===== src/verilog/psram_pkg.sv =====
// --------------------
// psram package
// opcodes, widths and transfer counts for the quad-SPI PSRAM controller
// --------------------
`default_nettype none

package psram_pkg;

  // widths fixed by the device
  typedef logic [23:0] psram_addr_t;   // byte address, 64 Mbit part
  typedef logic [15:0] psram_data_t;   // host word
  typedef logic [3:0]  psram_nibble_t; // one quad bus beat
  typedef logic [7:0]  psram_cmd_t;

  // serial mode commands, sent on sio[0] during power-up
  localparam psram_cmd_t CMD_RSTEN  = 8'h66;
  localparam psram_cmd_t CMD_RST    = 8'h99;
  localparam psram_cmd_t CMD_QPI    = 8'h35;  // enter quad mode

  // quad mode commands
  localparam psram_cmd_t CMD_QREAD  = 8'hEB;
  localparam psram_cmd_t CMD_QWRITE = 8'h38;

  // transfer shape, in clock cycles (one nibble per cycle)
  localparam int CMD_NIBBLES      = 2;
  localparam int ADDR_NIBBLES     = 6;
  localparam int READ_WAIT_CYCLES = 6;
  localparam int DATA_NIBBLES     = 4;
  localparam int CE_GUARD_CYCLES  = 2;  // ce_n high time before ready returns (tCPH)

  // chip enable low time of a whole transfer
  localparam int XFER_WRITE_CYCLES = CMD_NIBBLES + ADDR_NIBBLES + DATA_NIBBLES;
  localparam int XFER_READ_CYCLES  = CMD_NIBBLES + ADDR_NIBBLES + READ_WAIT_CYCLES
                                     + DATA_NIBBLES;

  // power-up sequence
  typedef enum logic [2:0] {
    ST_DELAY,   // waiting for the power-up delay
    ST_RSTEN,
    ST_RST,
    ST_QPI,
    ST_DONE     // last command draining, then ready
  } init_state_t;

endpackage

`default_nettype wire


===== src/verilog/psram_init_fsm.sv =====
// --------------------
// init FSM
// sends RSTEN, RST and QPI after the power-up delay, then flags init_done
// --------------------
`timescale 1ns/100ps
`default_nettype none

module psram_init_fsm (
  input  wire                    clk,
  input  wire                    rst_n,
  input  wire                    delay_done,
  input  wire                    cmd_ready,
  output psram_pkg::psram_cmd_t  cmd,
  output logic                   cmd_strobe,
  output logic                   init_done
);

  import psram_pkg::*;

  init_state_t state;

  // the sender only sees the strobe one cycle later, so cmd_ready is
  // still high in the cycle right after a strobe
  logic issue;
  assign issue = cmd_ready && !cmd_strobe;

  always_ff @(posedge clk or negedge rst_n) begin
    if (!rst_n) begin
      state      <= ST_DELAY;
      cmd_strobe <= 1'b0;
      init_done  <= 1'b0;
    end else begin
      cmd_strobe <= 1'b0;  // one-cycle pulse
      case (state)
        ST_DELAY: begin
          if (delay_done) state <= ST_RSTEN;
        end
        ST_RSTEN: begin
          if (issue) begin
            cmd_strobe <= 1'b1;
            state      <= ST_RST;
          end
        end
        ST_RST: begin
          if (issue) begin
            cmd_strobe <= 1'b1;
            state      <= ST_QPI;
          end
        end
        ST_QPI: begin
          if (issue) begin
            cmd_strobe <= 1'b1;
            state      <= ST_DONE;
          end
        end
        ST_DONE: begin
          if (issue) init_done <= 1'b1;  // QPI command has left the shifter
        end
        default: state <= ST_DELAY;
      endcase
    end
  end

  // opcode for the strobe issued this cycle
  always_ff @(posedge clk) begin
    if (issue) begin
      case (state)
        ST_RSTEN: cmd <= CMD_RSTEN;
        ST_RST:   cmd <= CMD_RST;
        ST_QPI:   cmd <= CMD_QPI;
        default:  cmd <= cmd;
      endcase
    end
  end

endmodule

`default_nettype wire


===== config.mk =====
export PLATFORM = sky130hd
export DESIGN_NAME = psram_init_fsm
export DESIGN_NICKNAME = d
export VERILOG_FILES = /design/src/verilog/psram_pkg.sv /design/src/verilog/psram_init_fsm.sv
export SDC_FILE = /design/constraint.sdc
export NUM_CORES = 1
export LEC_CHECK = 0
export BUFFER_PORTS_ARGS = -buffer_cell sky130_fd_sc_hd__buf_2
export CORE_AREA = 2 2 39 41
export DETAILED_ROUTE_END_ITERATION = 10
export DIE_AREA = 0 0 41 43
export PLACE_DENSITY_LB_ADDON = 0.1
export SYNTH_ARGS = -nofsm -noshare
export SYNTH_HDL_FRONTEND = slang
export SYNTH_SLANG_ARGS = --single-unit

===== constraint.sdc =====
create_clock -name clk -period 2.2 [get_ports clk]
set_input_delay 0.11 -clock clk [delete_from_list [all_inputs] [get_ports clk]]
set_output_delay 0.11 -clock clk [all_outputs]
set_load 0.005 [all_outputs]

[Yosys cells after proc, flatten, opt, wreduce, memory -nomap -nowiden]
Cells that the tools add are included.
Storage, ports and cells
  input bits: 4
  output and inout bits: 10
  word-level logic and storage cells: 29
  register bits: 13
Cells by class
  reductions and logical operators: 8
  bitwise logic cells: 1
  mux-type cells: 8
  equal/unequal tests: 8
Operator list (number)
  case mux 8 bit (3 select lines): 1
  case mux 3 bit (5 select lines): 1
  two-way mux 3 bit: 4
  != test 2 bit, second input constant: 4
  == test 3 x 2 -> 1 bit, second input constant: 2
  AND reduction 5 bit: 1
  AND reduction 2 bit: 2
  == test 3 x 1 -> 1 bit, second input constant: 1
  == test 3 bit, second input constant: 1
  zero test 3 bit: 1
  nonzero test 3 bit: 1
  OR reduction 3 bit: 1
  two-way mux 1 bit: 2
  logical AND 1 bit: 1
  zero test 1 bit: 1
  inverter 1 bit: 1

[Longest topological paths before layout]
Gate-level depths: netlist of run 1.
  depth after elaboration: 4
  depth in mapped cells: 3
  depth with buffers taken out: 3

[Worst setup path before layout of run 1]
No wires, ideal clock.
  kind: register to register
  start: register cmd_strobe
  end: register cmd[3] (enable)
  clock period less this slack: 1.382 ns
  cell stages (with the launch flop): 3
  data required time: 1.826 ns
  slack: 0.818 ns
  buffers on the path: 0
  data arrival time: 1.008 ns
  setup time: 0.374 ns
  path through: dfrtp_1 -> nor2b_1 -> nor3b_1
Between the ends
  cells in the longest elaborated chain, start to end: 3
RTL lines
  start, declared: line psram_init_fsm.sv:14  | output logic cmd_strobe,
  start signal, assigned: line psram_init_fsm.sv:30  | cmd_strobe <= 1'b0;
  start signal, assigned: line psram_init_fsm.sv:33  | cmd_strobe <= 1'b0;
  start signal, assigned: line psram_init_fsm.sv:40  | cmd_strobe <= 1'b1;
  zero test 1 bit: line psram_init_fsm.sv:25  | assign issue = cmd_ready && !cmd_strobe;
  logical AND 1 bit: line psram_init_fsm.sv:25
  AND reduction 2 bit (no source line)
  end signal, assigned: line psram_init_fsm.sv:71  | default: cmd <= cmd;
  end, declared: line psram_init_fsm.sv:13  | output psram_pkg::psram_cmd_t cmd,
Every way passes these cells.
A chain may end at the register's enable or synchronous reset.

[Worst setup path in the final report of run 1]
  start: register cmd_strobe
  end: register cmd[6] (enable)
The elaborated chain is that of the path after synthesis.

==> results of run 1 <==
[metrics by stage]
stage / power, mW / setup WS (ns)
floorplan: 0.493 / 0.818
global placement: 0.560 / 0.672
detailed placement: 0.569 / 0.583
CTS: 0.696 / 0.567
global route: 0.741 / 0.524
finish: 0.684 / 0.611
[per-layer routing]
layer	wire (µm)	vias up
li1	-	127
met1	262	125
met2	353	11
met3	56	0
met4	0	0
met5	0	-
[state kept, by name, summed over array words and instances, names as in the netlist]
signal	count
state	3
cmd_strobe	1
cmd	4
init_done	1
[power breakdown]
part | internal, mW | total, mW | switching (mW)
Sequential | 0.266 | 0.333 | 0.0662
Combinational | 0.121 | 0.228 | 0.107
Clock | 0.0696 | 0.123 | 0.0536
Total | 0.457 | 0.684 | 0.227
[cell type report]
class                      count  share of cell area
tap                           16              0.0419
inverter                       2              0.0157
clock buffer                   4              0.0550
timing repair buffer          14               0.157
sequential                     9               0.513
multi-input combinational     14               0.217
[cells in the mapped netlist]
library cell,instances
a311oi_1,1
a31o_2,1
a32o_1,1
and3b_1,1
buf_4,4
dfrtp_1,5
edfxtp_1,4
inv_1,1
inv_2,1
mux2_2,1
nand2_1,1
nand2b_1,1
nand2b_4,1
nand3b_1,1
nor2_1,3
nor2b_1,1
nor3b_1,1
[tightest hold or removal path: cells and delay by family]
| family | cells | cell delay, ns |
|---|---|---|
| AO/OA/AOI/OAI | 1 | 0.08 |
| buffers and inverters | 1 | 0.09 |
| AND/OR/NAND/NOR | 1 | 0.06 |
[final timing paths]
| path | slack [ns] | endpoint |
|---|---|---|
| worst max-delay path | 0.61 | cmd[6]$_DFFE_PP_ |
| worst min-delay path | 0.14 | state[0]$_DFFE_PN0P_ |
| worst max register to register | 0.61 | cmd[6]$_DFFE_PP_ |
| worst min register to register | 0.47 | init_done$_DFFE_PN0P_ |
| max in group asynchronous | 1.86 | cmd_strobe$_DFF_PN0_ |
| min in group asynchronous | 0.20 | state[1]$_DFFE_PN0P_ |
[logic make-up (layout without fill, tap and decap cells)]
logic type	count (synthesis)	in the layout	share of synthesized area
flip-flops	9	9	0.634
AO/OA/AOI/OAI	3	3	0.0712
AND/OR/NAND/NOR	10	10	0.168
buffers and inverters	6	20	0.0971
multiplexers	1	1	0.0291
[what timing repair did]
action                                 CTS  global route
setup endpoints to repair                0             0
endpoints found under the hold margin    5             0
hold buffers                             1             0
==> impl_results.md, run 1 <==
- Status: completed
- Layout cells sized above 1: 0.465
- Worst setup path startpoint: cmd_strobe$_DFF_PN0_
- Fin area: 478 µm²
- # DRC: 0
- Initial Util: 0.279
- Post-synth top area share: 0.324
- Sink Count: 9
- Area of the core: 1380 µm²
- Slowest-stage cell, CP: nor3b_1
- Worst r2r path cells: 2
- Placed Instances: 54
- Worst-path clk slew: 0.06 ns
- Seq cells post-synth: 9
- Reg area: 245 µm²
- CTS Buf Count: 3
- CP Data Arrival Time: 1.47 ns
- Final setup fails: 0
- Post-layout min period: 1.59 ns
- Max-cap violations: 0
- Critical path fanouts, max: 5
- Cell Area, Placed: 442 µm²
- Slew HR: 0.532
- Worst hold slack: 0.138 ns
- # port buffers: 13
- Post-synth net total: 33
- Delay-heaviest family, CP: simple AND/OR/NAND/NOR gates
- FF-to-FF Start: cmd_strobe$_DFF_PN0_
- Rows: 14
- Commonest non-fill, non-tap cell in the layout: buf_2
- Root Driver: clkbuf_4
- DP HPWL: 549 µm
- Layout Skew: 0.000941 ns
- M3 GR Usage: 0.0314
- Crit. End Element: flop
- Antenna violations before repair: 0
- Routed vias: 263
- Clk buf depth: 2
- Tot GR Track Use: 0.0927
- Vias in the first global route: 260
- Met2 usage: 0.150
- ANT nets after route: 0
- Largest net degree at the start of global routing: 7
- Synth top area cells: dfrtp_1 (32%), edfxtp_1 (31%), buf_4 (7.8%)
- RSZ-0062 raised after global routing: false
- Setup TNS: 0 ns
- Nets: 48
- Resized cells post-CTS: 0
- Pwr per Cell Area: 1430 nW/µm²
- Via/cell ratio: 4.46
- Synthesis-to-layout area growth: 23.6%
- Ys Warns: 0
- Multi-input gate area: 104 µm²
- Fillers: 146
- Post-CTS Setup Inserts: 0
- Worst Setup Start Kind: flop
- Final Cycle Share: 0.722
- Cell area after synthesis: 387 µm²
- Hold path cells: 3
- Worst Path Required: 2.09 ns
- Final core utilization: 0.345
- Clock latency on the worst-skew pair: 0.25 ns
- Worst Tran Pin Value: 0.701 ns
- Iteration-0 DRC Markers: 0
- N_diodes: 0
- Synthesized instance count: 29
- GR peak layer: met2
- WL/cell: 11.4 µm
- Critical Setup Path Class: flop to flop
- Unique masters post-synth: 17
- Total grt overflow: 0
- Die Height: 43 µm
- CP bufs+invs: 0
- First-pass GRT wire length: 1040 µm
- Drt total wl: 672 µm
- Commonest cells after routing, fill and taps aside: buf_2 (13), dfrtp_1 (5), edfxtp_1 (4)
- CTS tree: built
- Hold Crit Class: primary input to flop
- Worst VDD drop: 0.497 mV
- Seq/Total Area, Yosys: 0.634
- Leak: 0.218 nW
- Crit path depth: 2
- GP Congestion: 0.757
- H-tree levels: 1
- Die width: 41 µm
- Top Ports: 14
- Area leader, netlist: dfrtp_1
- Finished Layout Cells: 59
- CP Cell Sequence: nor2b_1, nor3b_1
- CP peak stage delay: 0.62 ns
- Met1 Use GR: 0.0943
- Achievable Freq: 629 MHz
- Final number of max-transition violations: 0
- Syn Area/Cell: 13.3 µm²
- Hold Vio Cnt, Final: 0
- Hold Crit Start: delay_done
- Full die area: 1760 µm²
- First-pass iteration count of the detailed router: 1
No activity file was read; power rests on OpenSTA's default activity.
==> inputs of run 2 (changes only) <==
--- a/config.mk
+++ b/config.mk
@@ -5,6 +5,7 @@
 export SDC_FILE = /design/constraint.sdc
 export NUM_CORES = 1
 export LEC_CHECK = 0
+export ABC_AREA = 1
 export BUFFER_PORTS_ARGS = -buffer_cell sky130_fd_sc_hd__buf_2
 export CORE_AREA = 2 2 39 41
 export DETAILED_ROUTE_END_ITERATION = 10
==> constraint.sdc (replaced) <==
create_clock -name clk -period 1.38 [get_ports clk]
set_input_delay 0.069 -clock clk [delete_from_list [all_inputs] [get_ports clk]]
set_output_delay 0.069 -clock clk [all_outputs]
set_load 0.005 [all_outputs]
==> run 2 against run 1 <==
  * Critical path depth rose by 3
  * Register-to-register slack got worse by 0.38 ns
  * Total power fell by 27%
  * Via count rose by 21%
  * Largest cell class unchanged
  * Highest routed layer is now met4
==> impl_results.md, run 2 <==
- First-pass iteration count of the detailed router: 2 (was 1)
- First-pass GRT wire length: 1170 µm (was 1040 µm)
- Antenna violations before repair: 0 (unchanged)
- Full die area: 1760 µm² (unchanged)
- Slowest-stage cell, CP: dfrtp_1 (was nor3b_1)
- Final worst slack: 0.226 ns (was 0.611 ns)
- Switch Pwr: 0.103 mW (was 0.227 mW)
- FFs w/ async S/R, synth: 0.556 (unchanged)
- CTS Buf Count: 3 (unchanged)
- Crit. End Element: flop (unchanged)
- Worst r2r path cells: 5 (was 2)
- Critical path fanouts, max: 6 (was 5)
- Unique masters post-synth: 13 (was 17)
- Die Height: 43 µm (unchanged)
- Final Cycle Share: 0.836 (was 0.722)
- Worst reg-to-reg setup slack: 0.23 ns (was 0.61 ns)
- Syn Area/Cell: 9.72 µm² (was 13.3 µm²)
- Sw Ratio: 0.207 (was 0.331)
- Commonest non-fill, non-tap cell in the layout: buf_2 (unchanged)
- Leak: 0.270 nW (was 0.218 nW)
- Achievable Freq: 867 MHz (was 629 MHz)
- Worst Setup Start Kind: flop (unchanged)
- Rows: 14 (unchanged)
- Area leader, netlist: dfrtp_1 (unchanged)
- CP peak stage delay: 0.43 ns (was 0.62 ns)
- Top-count cell post-synth: inv_1 (was dfrtp_1)
- Root Driver: clkbuf_4 (unchanged)
- Max-cap violations: 0 (unchanged)
- Sink Count: 9 (unchanged)
- Clock power frac: 0.417 (was 0.180)
- Layout Skew: 0.000431 ns (was 0.000941 ns)
- Seq cells post-synth: 9 (unchanged)
- Final number of max-transition violations: 0 (unchanged)
- CP Data Arrival Time: 1.14 ns (was 1.47 ns)
- Pwr per Cell Area: 966 nW/µm² (was 1430 nW/µm²)
- Hold buffers post-CTS: 1 (unchanged)
- Largest Register: cmd (unchanged)
- Synth top cells by count: inv_1 (7), nand2_1 (6), dfrtp_1 (5) (was dfrtp_1 (5), buf_4 (4), edfxtp_1 (4))
- Cell Int Power: 0.396 mW (was 0.457 mW)
- Setup crit end: cmd[5]$_DFFE_PP_ (was cmd[6]$_DFFE_PP_)
- Slew HR: 0.874 (was 0.532)
- Tot GR Track Use: 0.103 (was 0.0927)
- Largest registers: cmd: 4 flops, state: 3 flops (unchanged)
- Post-synth top area share: 0.299 (was 0.324)
- Clk buf depth: 2 (unchanged)
- Worst setup path startpoint: state[0]$_DFFE_PN0P_ (was cmd_strobe$_DFF_PN0_)
- CTS tree: built (unchanged)
- Worst Path Required: 1.36 ns (was 2.09 ns)
- Area of the core: 1380 µm² (unchanged)
- Dpl ws: 0.236 ns (was 0.583 ns)
- Hold Vio Cnt, Final: 0 (unchanged)
- RSZ-0062 raised after global routing: false (unchanged)
- Sequential share of power: 0.557 (was 0.486)
- CP most frequent cell: nand2_2
- Drt total wl: 708 µm (was 672 µm)
- Fin area: 517 µm² (was 478 µm²)
- Largest net degree at the start of global routing: 7 (unchanged)
- Number of enable flip-flop cells after synthesis: 4 (unchanged)
- Commonest cells after routing, fill and taps aside: buf_2 (13), inv_1 (7), nand2_1 (6) (was buf_2 (13), dfrtp_1 (5), edfxtp_1 (4))
- # port buffers: 13 (unchanged)
- Seq/Total Area, Yosys: 0.587 (was 0.634)
- FF-to-FF Start: state[0]$_DFFE_PN0P_ (was cmd_strobe$_DFF_PN0_)
- Via/cell ratio: 4.28 (was 4.46)
- Main flop type after synthesis: dfrtp_1 (unchanged)
- Worst-path clk slew: 0.06 ns (about the same)
- Vias in the first global route: 295 (was 260)
- Post-synth net total: 47 (was 33)
- Cell area after synthesis: 418 µm² (was 387 µm²)
- WL/cell: 9.57 µm (was 11.4 µm)
- Worst VDD drop: 0.375 mV (was 0.497 mV)
- Post-layout min period: 1.15 ns (was 1.59 ns)
- Synthesis-to-layout area growth: 23.7% (was 23.6%)
- Layout cells sized above 1: 0.431 (was 0.465)
- Ys Warns: 0 (unchanged)
- Routed vias: 317 (was 263)
- Final setup fails: 0 (unchanged)
- Nets: 63 (was 48)
- Post-CTS Setup Inserts: 0 (unchanged)
- Hold Crit Class: primary input to async pin (was primary input to flop)
- Synth top area cells: dfrtp_1 (30%), edfxtp_1 (29%), buf_4 (7.2%) (was dfrtp_1 (32%), edfxtp_1 (31%), buf_4 (7.8%))
- Resized cells post-CTS: 0 (unchanged)
- Combinational power share: 0.027 (was 0.334)
- Max reg flops: 4 (unchanged)
- Critical Setup Path Class: flop to flop (unchanged)
- Worst Tran Pin Value: 0.189 ns (was 0.701 ns)
- ANT nets after route: 0 (unchanged)
- N_diodes: 0 (unchanged)
- Top Ports: 14 (unchanged)
- GP Congestion: 0.775 (was 0.757)
- # DRC: 0 (unchanged)
- Initial Util: 0.302 (was 0.279)
- DP HPWL: 576 µm (was 549 µm)
- Iteration-0 DRC Markers: 6 (was 0)
- Worst R2R End: cmd[5]$_DFFE_PP_ (was cmd[6]$_DFFE_PP_)
- Setup TNS: 0 ns (unchanged)
- Die width: 41 µm (unchanged)
- Clock latency on the worst-skew pair: 0.26 ns (was 0.25 ns)
- H-tree levels: 1 (unchanged)
- Cell Area, Placed: 480 µm² (was 442 µm²)
- Synthesized instance count: 43 (was 29)
- Status: completed (unchanged)
- Total grt overflow: 0 (unchanged)
- CP Cell Sequence: inv_2, nand2_2, nand2_2, nor2_1, buf_4 (was nor2b_1, nor3b_1)
-- run 2: cell count changes after synthesis, moves of 3 or more --
cell | previous run | this run
inv_1 | 1 | 7
nand2_1 | 1 | 6
nand2_2 | 0 | 4
nand3_1 | 0 | 3
-- run 2: stage by stage --
stage               hold slack (ns)   util  total power [mW]  instances
floorplan                    -0.227      -             0.288         43
global placement             -0.106  0.347             0.295         69
detailed placement           -0.107  0.347             0.295         69
CTS                           0.150  0.373             0.505         74
global route                  0.175  0.373             0.520         74
finish                        0.143  0.373             0.499         74
-- run 2: layout make-up --
class / count / area [µm²]
fillers: 136 / 867
multi-input cells: 21 / 109
repair buffers: 15 / 82.6
well taps: 16 / 20.0
inverters: 9 / 33.8
clock buffers: 4 / 26.3
flip-flops and latches: 9 / 245
-- run 2: critical path: cells and delay by family, from the launching register on --
family                 cells  cell delay [ns]
buffers and inverters      2             0.20
DFF                        1             0.43
and+or+nand+nor            3             0.24
-- run 2: logic make-up (layout without fill, tap and decap cells) --
group | count (synthesis) | count (layout) | share of synthesized area
buf+inv | 13 | 28 | 0.153
compound gates | 3 | 3 | 0.0479
flops | 9 | 9 | 0.587
simple gates | 18 | 18 | 0.213
-- run 2: worst min-delay path by stage --
stage / to / slack [ns] / from / depth (start not counted)
4_1_cts: state[2]$_DFFE_PN0P_ / 0.15 / rst_n / 2
6_report: state[2]$_DFFE_PN0P_ / 0.14 / rst_n / 2
3_3_place_gp: state[2]$_DFFE_PN0P_ / -0.11 / rst_n / 1
3_5_place_dp: state[2]$_DFFE_PN0P_ / -0.11 / rst_n / 1
2_1_floorplan: cmd_strobe$_DFF_PN0_ / -0.23 / rst_n / 0
5_1_grt: init_done$_DFFE_PN0P_ / 0.17 / rst_n / 2
-- run 2: power groups by stage --
stage	logic, mW	clock network (mW)	registers [mW]
4_1_cts	0.0138	0.213	0.278
5_1_grt	0.0153	0.227	0.278
6_report	0.0132	0.208	0.278
3_3_place_gp	0.0112	0	0.283
2_1_floorplan	0.00403	0	0.283
3_5_place_dp	0.0116	0	0.283
-- run 2: per-layer routing --
metal | global-route usage | share of wire | vias to the layer above
met2 | 0.147 | 0.46 | 13
met5 | 0 | 0 | -
met1 | 0.122 | 0.45 | 143
met4 | 0.0800 | 0.025 | 0
li1 | - | - | 159
met3 | 0.0314 | 0.061 | 2
==> inputs of run 3 (changes only) <==
--- a/config.mk
+++ b/config.mk
@@ -5,7 +5,7 @@
 export SDC_FILE = /design/constraint.sdc
 export NUM_CORES = 1
 export LEC_CHECK = 0
-export ABC_AREA = 1
+export ABC_AREA = 0
 export BUFFER_PORTS_ARGS = -buffer_cell sky130_fd_sc_hd__buf_2
 export CORE_AREA = 2 2 39 41
 export DETAILED_ROUTE_END_ITERATION = 10
==> constraint.sdc (replaced) <==
create_clock -name clk -period 0.93 [get_ports clk]
set_input_delay 0.0465 -clock clk [delete_from_list [all_inputs] [get_ports clk]]
set_output_delay 0.0465 -clock clk [all_outputs]
set_load 0.005 [all_outputs]
==> run 3 against run 2 <==
  * Wire length increased by 11%
  * Utilization increased by 6.7 points
  * Maximum frequency increased by 0.66%
  * Largest power group is now combinational cells
  * Via count increased by 4.1%
  * The run now ends with negative setup slack left
  * Worst hold slack got worse by 0.064 ns
==> impl_results.md, run 3 (synthesis gave the netlist of run 1 again) <==
- Full die area: 1760 µm² (unchanged)
- Area of the core: 1380 µm² (unchanged)
- Nets: 60 (was 63)
- Worst Tran Pin Value: 0.266 ns (was 0.189 ns)
- # port buffers: 13 (unchanged)
- Crit. End Element: flop (unchanged)
- Via/cell ratio: 4.65 (was 4.28)
- Final number of max-transition violations: 0 (unchanged)
- Initial Util: 0.279 (was 0.302)
- Worst Setup Start Kind: flop (unchanged)
- N_diodes: 0 (unchanged)
- Slowest-stage cell, CP: dfrtp_1 (unchanged)
- Commonest non-fill, non-tap cell in the layout: buf_2 (unchanged)
- ANT nets after route: 0 (unchanged)
- WL/cell: 11.1 µm (was 9.57 µm)
- Worst Path Required: 0.88 ns (was 1.36 ns)
- Slew HR: 0.823 (was 0.874)
- CP Data Arrival Time: 1.10 ns (was 1.14 ns)
- Critical Setup Path Class: flop to flop (unchanged)
- GP Congestion: 0.775 (about the same)
- Leak: 0.296 nW (was 0.270 nW)
- Max reg flops: 4 (unchanged)
- Synthesis-to-layout area growth: 57.6% (was 23.7%)
- Worst VDD drop: 1.40 mV (was 0.375 mV)
- CP Cell Sequence: nor2b_2, nor3b_4 (was inv_2, nand2_2, nand2_2, nor2_1, buf_4)
- Worst reg-to-reg setup slack: -0.22 ns (was 0.23 ns)
- Fillers: 132 (was 136)
- Layout cells sized above 1: 0.691 (was 0.431)
- Pwr per Cell Area: 3500 nW/µm² (was 966 nW/µm²)
- Status: finished with violations (was completed)
- Setup TNS: -1.58 ns (was 0 ns)
- Commonest cells after routing, fill and taps aside: buf_2 (13), buf_4 (10), dfrtp_1 (5) (was buf_2 (13), inv_1 (7), nand2_1 (6))
- Iteration-0 DRC Markers: 10 (was 6)
- Max-cap violations: 0 (unchanged)
- Hold Crit Class: primary input to flop (was primary input to async pin)
- Post-layout min period: 1.15 ns (about the same)
- Drt total wl: 788 µm (was 708 µm)
- Root Driver: clkbuf_4 (unchanged)
- First-pass iteration count of the detailed router: 4 (was 2)
- RSZ-0062 raised after global routing: true (was false)
- Hold Vio Cnt, Final: 0 (unchanged)
- CTS tree: built (unchanged)
- Final Cycle Share: 1.23 (was 0.836)
- Failing checks: negative setup slack
- First-pass GRT wire length: 1160 µm (was 1170 µm)
- Die Height: 43 µm (unchanged)
- DP HPWL: 597 µm (was 576 µm)
- CTS Buf Count: 3 (unchanged)
- # DRC: 0 (unchanged)
- Worst-path clk slew: 0.07 ns (was 0.06 ns)
- Achievable Freq: 872 MHz (was 867 MHz)
- Final worst slack: -0.216 ns (was 0.226 ns)
- Routed vias: 330 (was 317)
- Tot GR Track Use: 0.102 (was 0.103)
- Vias in the first global route: 295 (unchanged)
- Total grt overflow: 0 (unchanged)
- Largest Register: cmd (unchanged)
- Clk buf depth: 2 (unchanged)
- Antenna violations before repair: 0 (unchanged)
- Largest registers: cmd: 4 flops, state: 3 flops (unchanged)
- Top Ports: 14 (unchanged)
- Final Power: 2.14 mW (was 0.499 mW)
- Final setup fails: 12 (was 0)
- Die width: 41 µm (unchanged)
- Largest net degree at the start of global routing: 7 (unchanged)
- Rows: 14 (unchanged)
- Layout Skew: 0.0105 ns (was 0.000431 ns)
- Sink Count: 9 (unchanged)
- CP peak stage delay: 0.40 ns (was 0.43 ns)
- H-tree levels: 1 (unchanged)
- Critical path fanouts, max: 5 (was 6)
- Clock latency on the worst-skew pair: 0.26 ns (about the same)
[run 3: cell types whose count changed in the layout (fill, tap and decap cells not counted), sizes merged, moves of 2 or more]
| cell | delta |
|---|---|
| buf | +11 |
| nand2 | -9 |
| inv | -7 |
| nand3 | -3 |
| nand2b | +2 |
| nor2 | -2 |
[run 3: stage by stage]
step | hold slack, ns | cells | instance area [µm²] | setup slack [ns] | utilization
after floorplan | -0.249 | 29 | 404 | -0.193 | -
after global placement | -0.134 | 65 | 542 | -0.188 | 0.392
after detailed placement | -0.136 | 65 | 542 | -0.212 | 0.392
after CTS | 0.0763 | 71 | 609 | -0.201 | 0.440
after global routing | 0.0782 | 71 | 609 | -0.282 | 0.440
final | 0.0785 | 71 | 609 | -0.216 | 0.440
[run 3: final timing paths]
kind,end,cells after the start,start
setup / recovery,cmd[5]$_DFFE_PP_,2,cmd_strobe$_DFF_PN0_
hold / removal,state[0]$_DFFE_PN0P_,3,delay_done
setup reg to reg,cmd[5]$_DFFE_PP_,2,cmd_strobe$_DFF_PN0_
hold reg to reg,init_done$_DFFE_PN0P_,1,init_done$_DFFE_PN0P_
max in group asynchronous,cmd_strobe$_DFF_PN0_,2,rst_n
min in group asynchronous,state[2]$_DFFE_PN0P_,2,rst_n
[run 3: metal layers]
metal,share of wire,vias up,GRT usage
li1,-,149,-
met5,0,-,0
met2,0.52,23,0.169
met4,0.010,0,0.0400
met3,0.094,2,0.0471
met1,0.37,156,0.106
[run 3: what timing repair did]
| item | 4_1_cts | 5_1_grt |
|---|---|---|
| hold buffers | 1 | 0 |
| setup endpoints to repair | 12 | 13 |
| gates resized for setup | 5 | 0 |
| setup buffers | 2 | 0 |
| pin swaps | 1 | 0 |
| hold endpoints to repair | 5 | 0 |
[run 3: layout make-up]
cell class	instances	area (µm²)	share of cell area
multi-input cells	14	136	0.224
clock buffers	3	22.5	0.0370
clock inverters	1	5.00	0.00821
inverters	2	7.51	0.0123
well taps	16	20.0	0.0329
flip-flops and latches	9	245	0.402
repair buffers	26	173	0.283
[run 3: critical path: cells and delay by family (launching register included)]
| kind | cells | cell delay, ns |
|---|---|---|
| flip-flops | 1 | 0.40 |
| AND/OR/NAND/NOR | 2 | 0.43 |
[run 3: where the power goes]
group	leakage [nW]	total, mW	switching (mW)	internal [mW]
Clock	0.0177	0.302	0.143	0.159
Sequential	0.0991	0.774	0.144	0.630
Combinational	0.179	1.06	0.395	0.664
Total	0.296	2.14	0.683	1.45
